### src/alu_pkg.sv
// Shared word types, 74181 select codes and sequencer states; imported by every ALU block
`default_nettype none

package alu_pkg;

   // Operand and result widths
   typedef logic [31:0] word_t;
   // Bit 32 is the sign extension from the ninth slice
   typedef logic [32:0] alu_out_t;
   typedef logic [3:0]  nibble_t;

   // 74181 S select, active-high data convention
   typedef logic [3:0]  alu_func_t;

   // Arithmetic mode codes (mode = 0)
   localparam alu_func_t ALU_F_ADD = 4'b1001;
   localparam alu_func_t ALU_F_SUB = 4'b0110;

   // Logic mode codes (mode = 1)
   localparam alu_func_t ALU_F_AND = 4'b1011;
   localparam alu_func_t ALU_F_OR  = 4'b1110;
   localparam alu_func_t ALU_F_XOR = 4'b0110;

   typedef enum logic [1:0] {
      S_IDLE,
      S_OP,
      S_MUL,
      S_DONE
   } seq_state_t;

   localparam int MUL_STEPS = 32;

endpackage

`default_nettype wire

### src/alu_slice_181.sv
// Behavioral 74181 4-bit ALU slice; instantiated per nibble by the datapath
`timescale 1ns/1ps
`default_nettype none

module alu_slice_181
   import alu_pkg::*;
(
   input  alu_func_t i_s,
   input  logic      i_m_mode,
   input  nibble_t   i_a,
   input  nibble_t   i_b,
   input  logic      i_cin_n,
   output nibble_t   o_f,
   output logic      o_x,
   output logic      o_y,
   output logic      o_aeb
);

   // Per-bit terms of the 74181: F = t1 plus t2 in arithmetic mode.
   // t2 always implies t1, so t1 is the propagate and t2 the generate
   nibble_t    t1;
   nibble_t    t2;
   logic [3:0] c;

   assign t1 = i_a | (i_b & {4{i_s[0]}}) | (~i_b & {4{i_s[1]}});
   assign t2 = (i_a & i_b & {4{i_s[3]}}) | (i_a & ~i_b & {4{i_s[2]}});

   // Ripple carry inside the slice
   always_comb begin
      c[0] = ~i_cin_n;
      for (int k = 0; k < 3; k++) begin
         c[k+1] = t2[k] | (t1[k] & c[k]);
      end
   end

   // Logic mode behaves as if every internal carry were set
   assign o_f = t1 ^ t2 ^ ({4{i_m_mode}} | c);

   // Group propagate and generate, active high here (the part drives them low)
   assign o_x = &t1;
   assign o_y = t2[3]
              | (t1[3] & t2[2])
              | (t1[3] & t1[2] & t2[1])
              | (t1[3] & t1[2] & t1[1] & t2[0]);

   // Open-collector A=B, modeled as a plain output
   assign o_aeb = &o_f;

   // Subtract without carry gives all ones exactly on equal operands
   always_comb begin
      if (!i_m_mode && (i_s == ALU_F_SUB) && i_cin_n) begin
         a_sub_aeb: assert final (o_aeb == (i_a == i_b))
            else $error("A=B disagrees with operand equality in subtract");
      end
   end

endmodule

`default_nettype wire

### src/carry_lookahead_182.sv
// Behavioral 74182 lookahead carry generator; joins four 74181 slices into one group
`timescale 1ns/1ps
`default_nettype none

module carry_lookahead_182 (
   input  logic       i_cn,
   input  logic [3:0] i_x,
   input  logic [3:0] i_y,
   output logic       o_cnx,
   output logic       o_cny,
   output logic       o_cnz,
   output logic       o_x,
   output logic       o_y
);

   // Carries into slices 1, 2 and 3 of the group
   assign o_cnx = i_y[0] | (i_x[0] & i_cn);
   assign o_cny = i_y[1]
                | (i_x[1] & i_y[0])
                | (i_x[1] & i_x[0] & i_cn);
   assign o_cnz = i_y[2]
                | (i_x[2] & i_y[1])
                | (i_x[2] & i_x[1] & i_y[0])
                | (i_x[2] & i_x[1] & i_x[0] & i_cn);

   // Group terms for the next lookahead level
   assign o_x = &i_x;
   assign o_y = i_y[3]
              | (i_x[3] & i_y[2])
              | (i_x[3] & i_x[2] & i_y[1])
              | (i_x[3] & i_x[2] & i_x[1] & i_y[0]);

endmodule

`default_nettype wire

### src/alu_datapath.sv
// 32-bit ALU board of nine 74181 slices and three 74182 chips; combinational datapath
`timescale 1ns/1ps
`default_nettype none

module alu_datapath
   import alu_pkg::*;
(
   input  alu_func_t i_func,
   input  logic      i_mode,
   input  logic      i_cin,
   input  word_t     i_a,
   input  word_t     i_m,
   output alu_out_t  o_alu,
   output logic      o_aeqm,
   output logic      o_cout
);

   // Active-high carry into each slice, carry[8] is the carry out of bit 31
   wire  [8:0] carry;
   logic [7:0] slice_x;
   logic [7:0] slice_y;
   logic [7:0] aeqm_bits;
   logic [1:0] group_x;
   logic [1:0] group_y;
   nibble_t    sign_f;

   assign carry[0] = i_cin;

   // ------------------------------------------------------------------------
   // Slices 0..7 take M on port A and the A operand on port B
   // ------------------------------------------------------------------------
   for (genvar g = 0; g < 8; g++) begin : g_slice
      alu_slice_181 u_slice (
         .i_s      (i_func),
         .i_m_mode (i_mode),
         .i_a      (i_m[4*g +: 4]),
         .i_b      (i_a[4*g +: 4]),
         .i_cin_n  (~carry[g]),
         .o_f      (o_alu[4*g +: 4]),
         .o_x      (slice_x[g]),
         .o_y      (slice_y[g]),
         .o_aeb    (aeqm_bits[g])
      );
   end

   // Ninth slice repeats bit 31 to form the sign bit
   alu_slice_181 u_slice_sign (
      .i_s      (i_func),
      .i_m_mode (i_mode),
      .i_a      ({3'b000, i_m[31]}),
      .i_b      ({3'b000, i_a[31]}),
      .i_cin_n  (~carry[8]),
      .o_f      (sign_f),
      .o_x      (),
      .o_y      (),
      .o_aeb    ()
   );

   assign o_alu[32] = sign_f[0];

   // ------------------------------------------------------------------------
   // Lookahead from two first-level chips and one chaining chip
   // ------------------------------------------------------------------------
   carry_lookahead_182 u_cla_lo (
      .i_cn  (carry[0]),
      .i_x   (slice_x[3:0]),
      .i_y   (slice_y[3:0]),
      .o_cnx (carry[1]),
      .o_cny (carry[2]),
      .o_cnz (carry[3]),
      .o_x   (group_x[0]),
      .o_y   (group_y[0])
   );

   carry_lookahead_182 u_cla_hi (
      .i_cn  (carry[4]),
      .i_x   (slice_x[7:4]),
      .i_y   (slice_y[7:4]),
      .o_cnx (carry[5]),
      .o_cny (carry[6]),
      .o_cnz (carry[7]),
      .o_x   (group_x[1]),
      .o_y   (group_y[1])
   );

   // Only two group inputs are in use
   carry_lookahead_182 u_cla_top (
      .i_cn  (carry[0]),
      .i_x   ({2'b00, group_x}),
      .i_y   ({2'b00, group_y}),
      .o_cnx (carry[4]),
      .o_cny (carry[8]),
      .o_cnz (),
      .o_x   (),
      .o_y   ()
   );

   // Carry has no meaning in logic mode
   assign o_cout = carry[8] & ~i_mode;

   assign o_aeqm = &aeqm_bits;

   // Subtract without carry gives an all-ones word exactly on equal operands
   always_comb begin
      if (!i_mode && (i_func == ALU_F_SUB) && !i_cin) begin
         a_sub_aeqm: assert final (o_aeqm == (i_a == i_m))
            else $error("A=M disagrees with operand equality in subtract");
      end
   end

endmodule

`default_nettype wire

### src/mul_step_counter.sv
// Down-counter of remaining multiply steps; loaded at start, flags the final step
`timescale 1ns/1ps
`default_nettype none

module mul_step_counter
   import alu_pkg::*;
#(
   parameter int MUL_STEPS = alu_pkg::MUL_STEPS
) (
   input  logic i_clk,
   input  logic i_rst_n,
   input  logic i_load,
   input  logic i_step,
   output logic o_last
);

   localparam int CNT_W = (MUL_STEPS > 2) ? $clog2(MUL_STEPS) : 1;

   logic [CNT_W-1:0] cnt_q;

   always_ff @(posedge i_clk or negedge i_rst_n) begin
      if (!i_rst_n) begin
         cnt_q <= '0;
      end else if (i_load) begin
         cnt_q <= CNT_W'(MUL_STEPS - 1);
      end else if (i_step) begin
         cnt_q <= cnt_q - 1'b1;
      end
   end

   assign o_last = (cnt_q == '0);

   // Sequencer must stop stepping once the last step is reached
   a_no_underflow: assert property (@(posedge i_clk) disable iff (!i_rst_n)
      i_step |-> !o_last)
      else $error("step requested with the counter at zero");

endmodule

`default_nettype wire

### src/mul_q_register.sv
// Multiplier and low-product shift register; the current multiplier bit sits in bit 0
`timescale 1ns/1ps
`default_nettype none

module mul_q_register
   import alu_pkg::*;
(
   input  logic  i_clk,
   input  logic  i_rst_n,
   input  logic  i_load,
   input  word_t i_load_val,
   input  logic  i_shift,
   input  logic  i_shift_in,
   output word_t o_q,
   output logic  o_lsb
);

   localparam int W = $bits(word_t);

   word_t q_q;

   // Each step the sum's low bit enters from the top, so after the
   // last step the register holds the low product word
   always_ff @(posedge i_clk or negedge i_rst_n) begin
      if (!i_rst_n) begin
         q_q <= '0;
      end else if (i_load) begin
         q_q <= i_load_val;
      end else if (i_shift) begin
         q_q <= {i_shift_in, q_q[W-1:1]};
      end
   end

   assign o_q   = q_q;
   assign o_lsb = q_q[0];

endmodule

`default_nettype wire

### src/alu_sequencer.sv
// Control FSM for single ALU operations and shift-and-add multiply; drives ALU controls
`timescale 1ns/1ps
`default_nettype none

module alu_sequencer
   import alu_pkg::*;
#(
   parameter int MUL_STEPS = alu_pkg::MUL_STEPS
) (
   input  logic      i_clk,
   input  logic      i_rst_n,
   input  logic      i_start,
   input  logic      i_mul,
   input  alu_func_t i_func,
   input  logic      i_mode,
   input  logic      i_cin,
   input  logic      i_q_lsb,
   input  logic      i_last,
   output alu_func_t o_func,
   output logic      o_mode,
   output logic      o_cin,
   output logic      o_load,
   output logic      o_step,
   output logic      o_acc_we,
   output logic      o_acc_shift,
   output logic      o_busy,
   output logic      o_done
);

   // Logic mode F = B, which passes the accumulator through
   localparam alu_func_t FUNC_PASS_A = 4'b1010;

   seq_state_t state_q;
   seq_state_t state_d;
   alu_func_t  func_q;
   logic       mode_q;
   logic       cin_q;
   logic       busy_q;
   logic       done_q;

   // A multiply ends with one pass cycle in S_OP that also latches the flags
   always_comb begin
      state_d = state_q;
      case (state_q)
         S_IDLE: if (i_start) state_d = i_mul ? S_MUL : S_OP;
         S_MUL:  if (i_last) state_d = S_OP;
         S_OP:   state_d = S_DONE;
         S_DONE: state_d = S_IDLE;
         default: state_d = S_IDLE;
      endcase
   end

   always_ff @(posedge i_clk or negedge i_rst_n) begin
      if (!i_rst_n) begin
         state_q <= S_IDLE;
         func_q  <= '0;
         mode_q  <= 1'b0;
         cin_q   <= 1'b0;
         busy_q  <= 1'b0;
         done_q  <= 1'b0;
      end else begin
         state_q <= state_d;
         busy_q  <= (state_d != S_IDLE);
         done_q  <= (state_q == S_DONE);
         if (o_load) begin
            func_q <= i_mul ? FUNC_PASS_A : i_func;
            mode_q <= i_mul | i_mode;
            cin_q  <= i_cin & ~i_mul;
         end
      end
   end

   // Start is only taken in idle, anything else is dropped
   assign o_load = (state_q == S_IDLE) && i_start;

   // Multiply step: add when the multiplier bit is set, else pass
   assign o_func = (state_q == S_MUL) ? (i_q_lsb ? ALU_F_ADD : FUNC_PASS_A) : func_q;
   assign o_mode = (state_q == S_MUL) ? ~i_q_lsb : mode_q;
   assign o_cin  = (state_q == S_MUL) ? 1'b0 : cin_q;

   assign o_step      = (state_q == S_MUL) && !i_last;
   assign o_acc_shift = (state_q == S_MUL);
   assign o_acc_we    = (state_q == S_OP);
   assign o_busy      = busy_q;
   assign o_done      = done_q;

   // ------------------------------------------------------------------------
   // Checks
   // ------------------------------------------------------------------------
   a_done_pulse: assert property (@(posedge i_clk) disable iff (!i_rst_n)
      o_done |=> !o_done)
      else $error("done held for more than one cycle");

   a_idle_not_busy: assert property (@(posedge i_clk) disable iff (!i_rst_n)
      (state_q == S_IDLE) |-> !o_busy)
      else $error("busy raised while idle");

   // Counter and FSM together give exactly MUL_STEPS multiply cycles
   a_mul_length: assert property (@(posedge i_clk) disable iff (!i_rst_n)
      (o_load && i_mul) |=> (state_q == S_MUL) [*MUL_STEPS] ##1 (state_q == S_OP))
      else $error("multiply did not run for MUL_STEPS cycles");

endmodule

`default_nettype wire

### src/alu_core.sv
// Top of the arithmetic section: sequencer, step counter, Q register, operand regs, ALU
`timescale 1ns/1ps
`default_nettype none

module alu_core
   import alu_pkg::*;
#(
   parameter int MUL_STEPS = alu_pkg::MUL_STEPS
) (
   input  logic      i_clk,
   input  logic      i_rst_n,
   input  logic      i_start,
   input  logic      i_mul,
   input  alu_func_t i_func,
   input  logic      i_mode,
   input  logic      i_cin,
   input  word_t     i_a,
   input  word_t     i_m,
   output alu_out_t  o_result,
   output word_t     o_q,
   output logic      o_aeqm,
   output logic      o_cout,
   output logic      o_busy,
   output logic      o_done
);

   alu_func_t dp_func;
   logic      dp_mode;
   logic      dp_cin;
   alu_out_t  dp_alu;
   logic      dp_aeqm;
   logic      dp_cout;
   logic      load;
   logic      step;
   logic      acc_we;
   logic      acc_shift;
   logic      last;
   logic      q_lsb;
   alu_out_t  acc_q;
   word_t     m_q;
   logic      aeqm_q;
   logic      cout_q;

   alu_sequencer #(
      .MUL_STEPS (MUL_STEPS)
   ) u_sequencer (
      .i_clk       (i_clk),
      .i_rst_n     (i_rst_n),
      .i_start     (i_start),
      .i_mul       (i_mul),
      .i_func      (i_func),
      .i_mode      (i_mode),
      .i_cin       (i_cin),
      .i_q_lsb     (q_lsb),
      .i_last      (last),
      .o_func      (dp_func),
      .o_mode      (dp_mode),
      .o_cin       (dp_cin),
      .o_load      (load),
      .o_step      (step),
      .o_acc_we    (acc_we),
      .o_acc_shift (acc_shift),
      .o_busy      (o_busy),
      .o_done      (o_done)
   );

   mul_step_counter #(
      .MUL_STEPS (MUL_STEPS)
   ) u_step_counter (
      .i_clk   (i_clk),
      .i_rst_n (i_rst_n),
      .i_load  (load),
      .i_step  (step),
      .o_last  (last)
   );

   // Multiplier comes from the A operand
   mul_q_register u_q_register (
      .i_clk      (i_clk),
      .i_rst_n    (i_rst_n),
      .i_load     (load),
      .i_load_val (i_a),
      .i_shift    (acc_shift),
      .i_shift_in (dp_alu[0]),
      .o_q        (o_q),
      .o_lsb      (q_lsb)
   );

   alu_datapath u_datapath (
      .i_func (dp_func),
      .i_mode (dp_mode),
      .i_cin  (dp_cin),
      .i_a    (acc_q[31:0]),
      .i_m    (m_q),
      .o_alu  (dp_alu),
      .o_aeqm (dp_aeqm),
      .o_cout (dp_cout)
   );

   // ------------------------------------------------------------------------
   // Accumulator and M operand
   // ------------------------------------------------------------------------
   // Multiply starts from a cleared partial product. Each step stores
   // carry and sum shifted right one place
   always_ff @(posedge i_clk) begin
      if (load) begin
         acc_q <= i_mul ? alu_out_t'(0) : alu_out_t'(i_a);
         m_q   <= i_m;
      end else if (acc_we) begin
         acc_q  <= dp_alu;
         aeqm_q <= dp_aeqm;
         cout_q <= dp_cout;
      end else if (acc_shift) begin
         acc_q <= {1'b0, dp_cout, dp_alu[31:1]};
      end
   end

   assign o_result = acc_q;
   assign o_aeqm   = aeqm_q;
   assign o_cout   = cout_q;

endmodule

`default_nettype wire

### config.mk
export PLATFORM = sky130hd
export DESIGN_NAME = alu_core
export DESIGN_NICKNAME = d
export VERILOG_FILES = /design/src/alu_pkg.sv /design/src/alu_slice_181.sv /design/src/carry_lookahead_182.sv /design/src/alu_datapath.sv /design/src/mul_step_counter.sv /design/src/mul_q_register.sv /design/src/alu_sequencer.sv /design/src/alu_core.sv
export SDC_FILE = /design/constraint.sdc
export NUM_CORES = 1
export LEC_CHECK = 0
export ABC_AREA = 0
export BUFFER_PORTS_ARGS = -buffer_cell sky130_fd_sc_hd__buf_4
export CAP_MARGIN = 15
export CORE_MARGIN = 3
export CORE_UTILIZATION = 40
export CTS_CLUSTER_DIAMETER = 100
export DETAILED_ROUTE_END_ITERATION = 7
export PLACE_DENSITY = 0.61
export SLEW_MARGIN = 20
export SYNTH_ARGS = -nofsm -noshare
export SYNTH_HDL_FRONTEND = slang
export SYNTH_SLANG_ARGS = --single-unit
### constraint.sdc
create_clock -name i_clk -period 9.6 [get_ports i_clk]
set_clock_uncertainty 0.05 [all_clocks]
set_input_delay 0.48 -clock i_clk [delete_from_list [all_inputs] [get_ports i_clk]]
set_output_delay 0.48 -clock i_clk [all_outputs]
set_load 0.005 [all_outputs]
Yosys cells after proc, flatten, opt, wreduce, memory -nomap -nowiden:

Cells that the tools add are included.

* input port bits: 74
* logic and storage cells: 343
* output and inout port bits: 69
* flip-flop bits (word level): 114

* add/subtract/negate cells: 1
* bitwise gates (word level): 289
* mux-type cells: 17
* reductions and logical operators: 21
* eq/ne operators: 3

Operators by type and width (count)
* 4-bit bitwise AND: 48
* 4-bit OR: 32
* 1-bit bitwise AND: 99
* 33-bit 2-to-1 mux: 3
* 32-bit 2-to-1 mux: 3
* 1-bit OR: 71
* 4-bit XOR: 16
* 4-bit NOT: 8
* 16-bit AND reduction: 2
* 32-bit AND reduction: 1
* 4-bit AND reduction: 8
* 5-bit 2-to-1 mux: 2
* 1-bit by 3-bit bitwise AND with 3-bit output: 3
* 2-bit 2-to-1 mux: 4
* 4-bit 2-to-1 mux: 2
* 2-bit one-hot mux with 4 select lines: 1
* 3-bit bitwise AND: 2
* 3-bit OR: 2
* 2-bit nonzero test: 3
* 5-bit logical NOT: 1
* 5-bit by 1-bit subtractor with 5-bit output (second input constant): 1
* 2-bit equality test (second input constant): 2
* 1-bit NOT: 4
* 1-bit NOT with 3-bit output: 1
* other kinds (9): 12

Depth between registers and ports, before layout:

* word-level depth: 27
* mapped depth: 17
* mapped depth without buffers: 12

By module:

From an unflattened synthesis, not the netlist that was laid out.

* cells, all modules: 872
* area, all modules: 8519.4 um^2

Modules (own cells, without submodules)
* alu_slice_181: area an instance 359.1 um^2, instances 9, cells an instance 52, seq. area each 0.0 um^2
* alu_core: area an instance 2766.4 um^2, instances 1, cells an instance 147, seq. area each 2011.9 um^2
* mul_q_register: area an instance 1522.7 um^2, instances 1, cells an instance 140, seq. area each 800.8 um^2
* alu_sequencer: area an instance 481.7 um^2, instances 1, cells an instance 51, seq. area each 250.2 um^2
* mul_step_counter: area an instance 282.8 um^2, instances 1, cells an instance 25, seq. area each 125.1 um^2
* carry_lookahead_182: area an instance 58.8 um^2, instances 3, cells an instance 9, seq. area each 0.0 um^2
* alu_datapath: area an instance 57.6 um^2, instances 1, cells an instance 14, seq. area each 0.0 um^2

Worst setup path after synthesis:

No wires, ideal clock.

* path type: reg-to-reg
* from: reg u_q_register.q_q[0] (netlist: u_q_register.o_q[0])
* to: reg aeqm_q (netlist: o_aeqm), data pin
* setup slack: 5985 ps
* arrival time: 3395 ps
* stages on the path, launching flop included: 16
* data required time: 9380 ps
* buffers on the path: 3
* clock period less this slack: 3615 ps
* library setup time: 170 ps
* path through: dfrtp_1 -> buf_4 -> nor3b_4 -> a21oi_2 -> buf_6 -> buf_6 -> o211ai_2 -> nand4b_2 -> or3_1 -> or3_1 -> o221ai_2 -> nand2b_1 -> a21oi_1 -> xnor2_1 -> or4_1 -> nor4_2

* longest elaborated chain between the ends: 25
* elaborated cells between the ends (all ways): 213
* those cells by class: mux (3); bitwise (201); reduce/logical (9)

Ends and longest elaborated chain
* from (decl): line mul_q_register.sv:20 `word_t q_q;`
* from (signal assigned): line mul_q_register.sv:28 `q_q <= i_load_val;`
* from (signal assigned): line mul_q_register.sv:30 `q_q <= {i_shift_in, q_q[W-1:1]};`
* 2-bit 2-to-1 mux: line alu_sequencer.sv:77 `assign o_func = (state_q == S_MUL) ? (i_q_lsb ? ALU_F_ADD : FUNC_PASS_A) : func_q;`
* 4-bit 2-to-1 mux: line alu_sequencer.sv:77
* 4-bit bitwise AND: line alu_slice_181.sv:25 `assign t1 = i_a | (i_b & {4{i_s[0]}}) | (~i_b & {4{i_s[1]}});`
* 4-bit OR (2 in a row): line alu_slice_181.sv:25
* 1-bit bitwise AND, on equally long branches: line alu_slice_181.sv:42, alu_slice_181.sv:43, alu_slice_181.sv:44
* 1-bit OR, or another cell as far along: line alu_slice_181.sv:42 `| (t1[3] & t2[2])`
* 1-bit OR or 1-bit bitwise AND (tied branches): line alu_slice_181.sv:43, alu_slice_181.sv:44
* 1-bit OR: line alu_slice_181.sv:44 `| (t1[3] & t1[2] & t1[1] & t2[0]);`
* [... 9 more ...]
* 1-bit bitwise AND: line alu_slice_181.sv:32 `c[k+1] = t2[k] | (t1[k] & c[k]);`
* 1-bit OR: line alu_slice_181.sv:32
* 1-bit bitwise AND: line alu_slice_181.sv:32
* 1-bit OR: line alu_slice_181.sv:32
* 4-bit OR: line alu_slice_181.sv:37 `assign o_f = t1 ^ t2 ^ ({4{i_m_mode}} | c);`
* 4-bit XOR: line alu_slice_181.sv:37
* 32-bit AND reduction *: line alu_datapath.sv:101 `assign o_aeqm = &aeqm_bits;`
* named net dp_aeqm: line alu_core.sv:31 `logic dp_aeqm;`
* to (signal assigned): line alu_core.sv:111 `aeqm_q <= dp_aeqm;`
* to (decl): line alu_core.sv:41 `logic aeqm_q;`

The timed path passes the listed nets; every way through them passes the cells marked *.
A chain may end at the register's enable or synchronous reset.

Final worst setup path:

* from: reg u_sequencer.state_q[1]
* to: reg aeqm_q (netlist: o_aeqm), data pin

* longest elaborated chain between the ends: 25
* elaborated cells between the ends (all ways): 237
* those cells by class: eq/ne (1); mux (3); bitwise (224); reduce/logical (9)

Ends and longest elaborated chain
* from (decl): line alu_sequencer.sv:33 `seq_state_t state_q;`
* from (signal assigned): line alu_sequencer.sv:62 `state_q <= state_d;`
* 2-bit equality test *: line alu_sequencer.sv:77, alu_sequencer.sv:78, alu_sequencer.sv:79
* 4-bit 2-to-1 mux: line alu_sequencer.sv:77
* 4-bit bitwise AND: line alu_slice_181.sv:25
* 4-bit OR (2 in a row): line alu_slice_181.sv:25
* 1-bit bitwise AND, on equally long branches: line alu_slice_181.sv:42, alu_slice_181.sv:43, alu_slice_181.sv:44
* 1-bit OR, or another cell as far along: line alu_slice_181.sv:42
* 1-bit OR or 1-bit bitwise AND (tied branches): line alu_slice_181.sv:43, alu_slice_181.sv:44
* 1-bit OR: line alu_slice_181.sv:44
* [... 9 more ...]
* 1-bit bitwise AND: line alu_slice_181.sv:32
* 1-bit OR: line alu_slice_181.sv:32
* 1-bit bitwise AND: line alu_slice_181.sv:32
* 1-bit OR: line alu_slice_181.sv:32
* 4-bit OR: line alu_slice_181.sv:37
* 4-bit XOR: line alu_slice_181.sv:37
* 32-bit AND reduction *: line alu_datapath.sv:101
* named net dp_aeqm: line alu_core.sv:31

Marks and branches as above.

==> impl_results.md <==
* Slew Limit Fails at 0
* Initial DRC count at 760
* Worst R2R End: o_aeqm$_DFFE_PP_
* Clock sinks at 114
* Worst hold slack at 23.8 ps
* Wire length of the first global-routing pass at 37.7 mm
* Synth Cell Area at 7600 sq um
* Post-synth cell types at 88
* Highest cell delay on the worst timing path at 580 ps
* Final Cell Area at approximately 9300 sq um
* CP Cell Sequence: nor2b_4 -> buf_4 -> o21ai_4 -> a22oi_2 -> or4b_4 -> nor3_2 -> nor3_4 -> o221ai_2 -> mux2i_1 -> a311oi_2 -> nand2b_1 -> or4_1 -> nor4_2
* Xor and xnor fraction of the mapped netlist area at 0.0461
* Core area at 18300 sq um
* Setup-failing EPs final at 0
* Final worst setup slack at 4510 ps
* Vias at ~7000
* Max-Cap Viols at 0
* Pre-CTS setup slack at approximately 4600 ps
* Slowest CP cell: buf_4
* Antenna viol nets, final at 0
* GRT overflow at 0
* Final nets at around 1000
* Yosys warnings at 0
* Top_reg_cell synth: edfxtp_1
* Net Count, Synth at just under 900
* Fin. Hold Viols at 0
* Main combinational cell family by area after synthesis: compound AO/OA/AOI/OAI gates
* Root buf cell: clkbuf_16
* Syn Inst Count at 816
* Initial antenna violation count at 0
* Seq/Total Area, Yosys at 0.419
* Fmax at 0.196 GHz
* Initial Util at 0.415
* Largest net degree at the start of global routing at 74
* Gr usage total at 0.238
* H-tree depth at 4
* Slew @ Worst Pin at 941 ps
* Longest Clk Path Bufs at 2
* Worst setup SP type: flip-flop
* RD Place Congestion at 0.933
* Post-CTS Setup Bufs at 0
* Outcome: completed
* Asr flop ratio synth at 0.412
* TNS Setup at 0 ps
* Vias in the first global route at 6565
* Total Wirelength at 24.8 mm
* Worst Path Required at just under 10000 ps
* Number of diodes at 0
* Simple-gate share of the synthesized area at 0.206
* Unrepaired setup endpoints after global routing: false
* Syn_area_per_cell at ~9.3 sq um
* Complex-gate fraction of the synthesized area at 0.244
* Die span in y at 144 um
* Die area at 20700 sq um
* Clock transition at path regs at about 60 ps
* Proportion of layout cells with a drive suffix above 1 at 0.238
* DP Area at around 8800 sq um
* FF-to-FF path depth at 13
* Inserted Clock Buffers at 17
* WL/cell at about 21 um
* DR vias/cell at between 5 and 6
* Min-Delay Path Class: in -> async
* Fill count at 1731
* Number of core rows at 49
* CTS tree: done
* CP Capture Type: flip-flop
* Multiplexer area fraction after synthesis at 0.0339
* Period utilization at 0.530
* Port buffer count at 142
* Reg2reg setup slack at approximately 4500 ps
* #FFs+latches synth at 114
* Crit path to: o_aeqm$_DFFE_PP_
* First-pass detailed-route iteration total at 6
* DP HPWL at 17.7 mm
* Slew headroom at 0.371
* EDFF count, synth at between 60 and 70
* Synth Area in Adders at 0.00329
* CP Data Arrival Time at 5290 ps
* Tmin final at around 5000 ps
* Max Fanout on Critical Path at 48
* Residual DRC at 0
* Top-Level Pins at 143
* Resized cells post-CTS at 0
* Setup crit start: u_sequencer.state_q[1]$_DFF_PN0_
* Synth-to-Final Area Change at 22.5%
* Worst skew pair latency at 420 ps
* Worst r2r src: u_sequencer.state_q[1]$_DFF_PN0_
* Die width at 144 um
* Setup CP Type: reg -> reg
* Post-CTS Hold Fix Bufs at 0
## critical path, delay by kind of cell, from the launching register on
kind	cells	cell delay, ps
buffers and inverters	1	580
multiplexers	1	130
AND/OR/NAND/NOR	7	2310
AO/OA/AOI/OAI	4	1260
flip-flops	1	530
## layer usage
| metal | GRT usage | share of wire | wire length (um) | vias up |
|---|---|---|---|---|
| met5 | 0 | 0 | 0 | - |
| met4 | 0.0689 | 0.021 | 522 | 0 |
| met3 | 0.0672 | 0.091 | 2260 | 36 |
| met2 | 0.325 | 0.42 | 10400 | 339 |
| met1 | 0.365 | 0.47 | 11600 | 3397 |
| li1 | - | - | - | 3279 |
## state kept, by name, summed over array words and instances (netlist names)
name                  count
u_sequencer.mode_q        1
u_sequencer.o_busy        1
o_cout                    1
u_sequencer.func_q        4
u_sequencer.cin_q         1
u_step_counter.cnt_q      5
o_aeqm                    1
o_result                 33
m_q                      32
u_q_register.o_q         32
u_sequencer.o_done        1
u_sequencer.state_q       2
## stage by stage
stage | utilization | std cells
floorplan | - | 816
global route | 0.508 | 1182
global placement | 0.478 | 1150
CTS | 0.508 | 1182
detailed placement | 0.478 | 1150
finish | 0.508 | 1182
## Yosys cell counts (10+ instances only)
| cell type | count | area [sq um] |
|---|---|---|
| mux2i_1 | 19 | 190 |
| o21ai_0 | 50 | 250 |
| nand2b_1 | 21 | 131 |
| o211ai_1 | 14 | 105 |
| or3_1 | 12 | 75.1 |
| nor3_1 | 13 | 65.1 |
| xor2_1 | 19 | 166 |
| nand2_1 | 153 | 574 |
| o22ai_1 | 12 | 75.1 |
| nand3_1 | 10 | 50.1 |
| edfxtp_1 | 67 | 2010 |
| a21oi_1 | 25 | 125 |
| dfrtp_1 | 47 | 1180 |
| xnor2_1 | 21 | 184 |
| nor2_1 | 52 | 195 |
| clkbuf_1 | 20 | 75.1 |
| nor2b_1 | 13 | 81.3 |
| inv_1 | 21 | 78.8 |
| a22oi_1 | 43 | 323 |
| o221ai_1 | 26 | 228 |
## kinds of logic after synthesis
kind of cell    after synthesis
mux                          23
flops                       114
xor+xnor                     40
compound gates              250
simple gates                319
fa+ha+maj                     2
buf+inv                      68
## layout by cell type, fill, tap and decap left out, types with 13 or more instances in the layout
master and n:
a21oi_1 25, a22oi_1 43, buf_4 151, clkbuf_16 18, dfrtp_1 47, edfxtp_1 67, inv_1 21, mux2i_1 19
nand2_1 152, nand2b_1 21, nor2_1 50, nor2b_1 13, nor3_1 13, o211ai_1 14, o21ai_0 50, o221ai_1 26
xnor2_1 21, xor2_1 19
## worst min path at each step
stage / startpoint / end / slack, ps / cells after the start
6_report: i_rst_n / u_step_counter.cnt_q[4]$_DFFE_PN0P_ / 20 / 1
5_1_grt: i_rst_n / u_step_counter.cnt_q[4]$_DFFE_PN0P_ / 60 / 1
4_1_cts: i_rst_n / u_step_counter.cnt_q[4]$_DFFE_PN0P_ / 40 / 1
3_5_place_dp: u_q_register.o_q[5]$_DFFE_PN0P_ / u_q_register.o_q[5]$_DFFE_PN0P_ / 440 / 2
3_3_place_gp: u_q_register.o_q[10]$_DFFE_PN0P_ / u_q_register.o_q[10]$_DFFE_PN0P_ / 440 / 2
2_1_floorplan: i_rst_n / u_q_register.o_q[0]$_DFFE_PN0P_ / 130 / 0
## area by class of cell
type | count | area (sq um) | area share
clock inverters | 11 | 75.1 | 0.00806
well taps | 229 | 287 | 0.0308
inverters | 22 | 82.6 | 0.00887
clock buffers | 21 | 482 | 0.0517
flip-flops and latches | 114 | 3190 | 0.342
repair buffers | 151 | 1130 | 0.122
multi-input cells | 634 | 4060 | 0.436
Power is left out: the tool's default activity adds up to more than one toggle a clock period on the data nets, which glitch-free logic cannot reach.
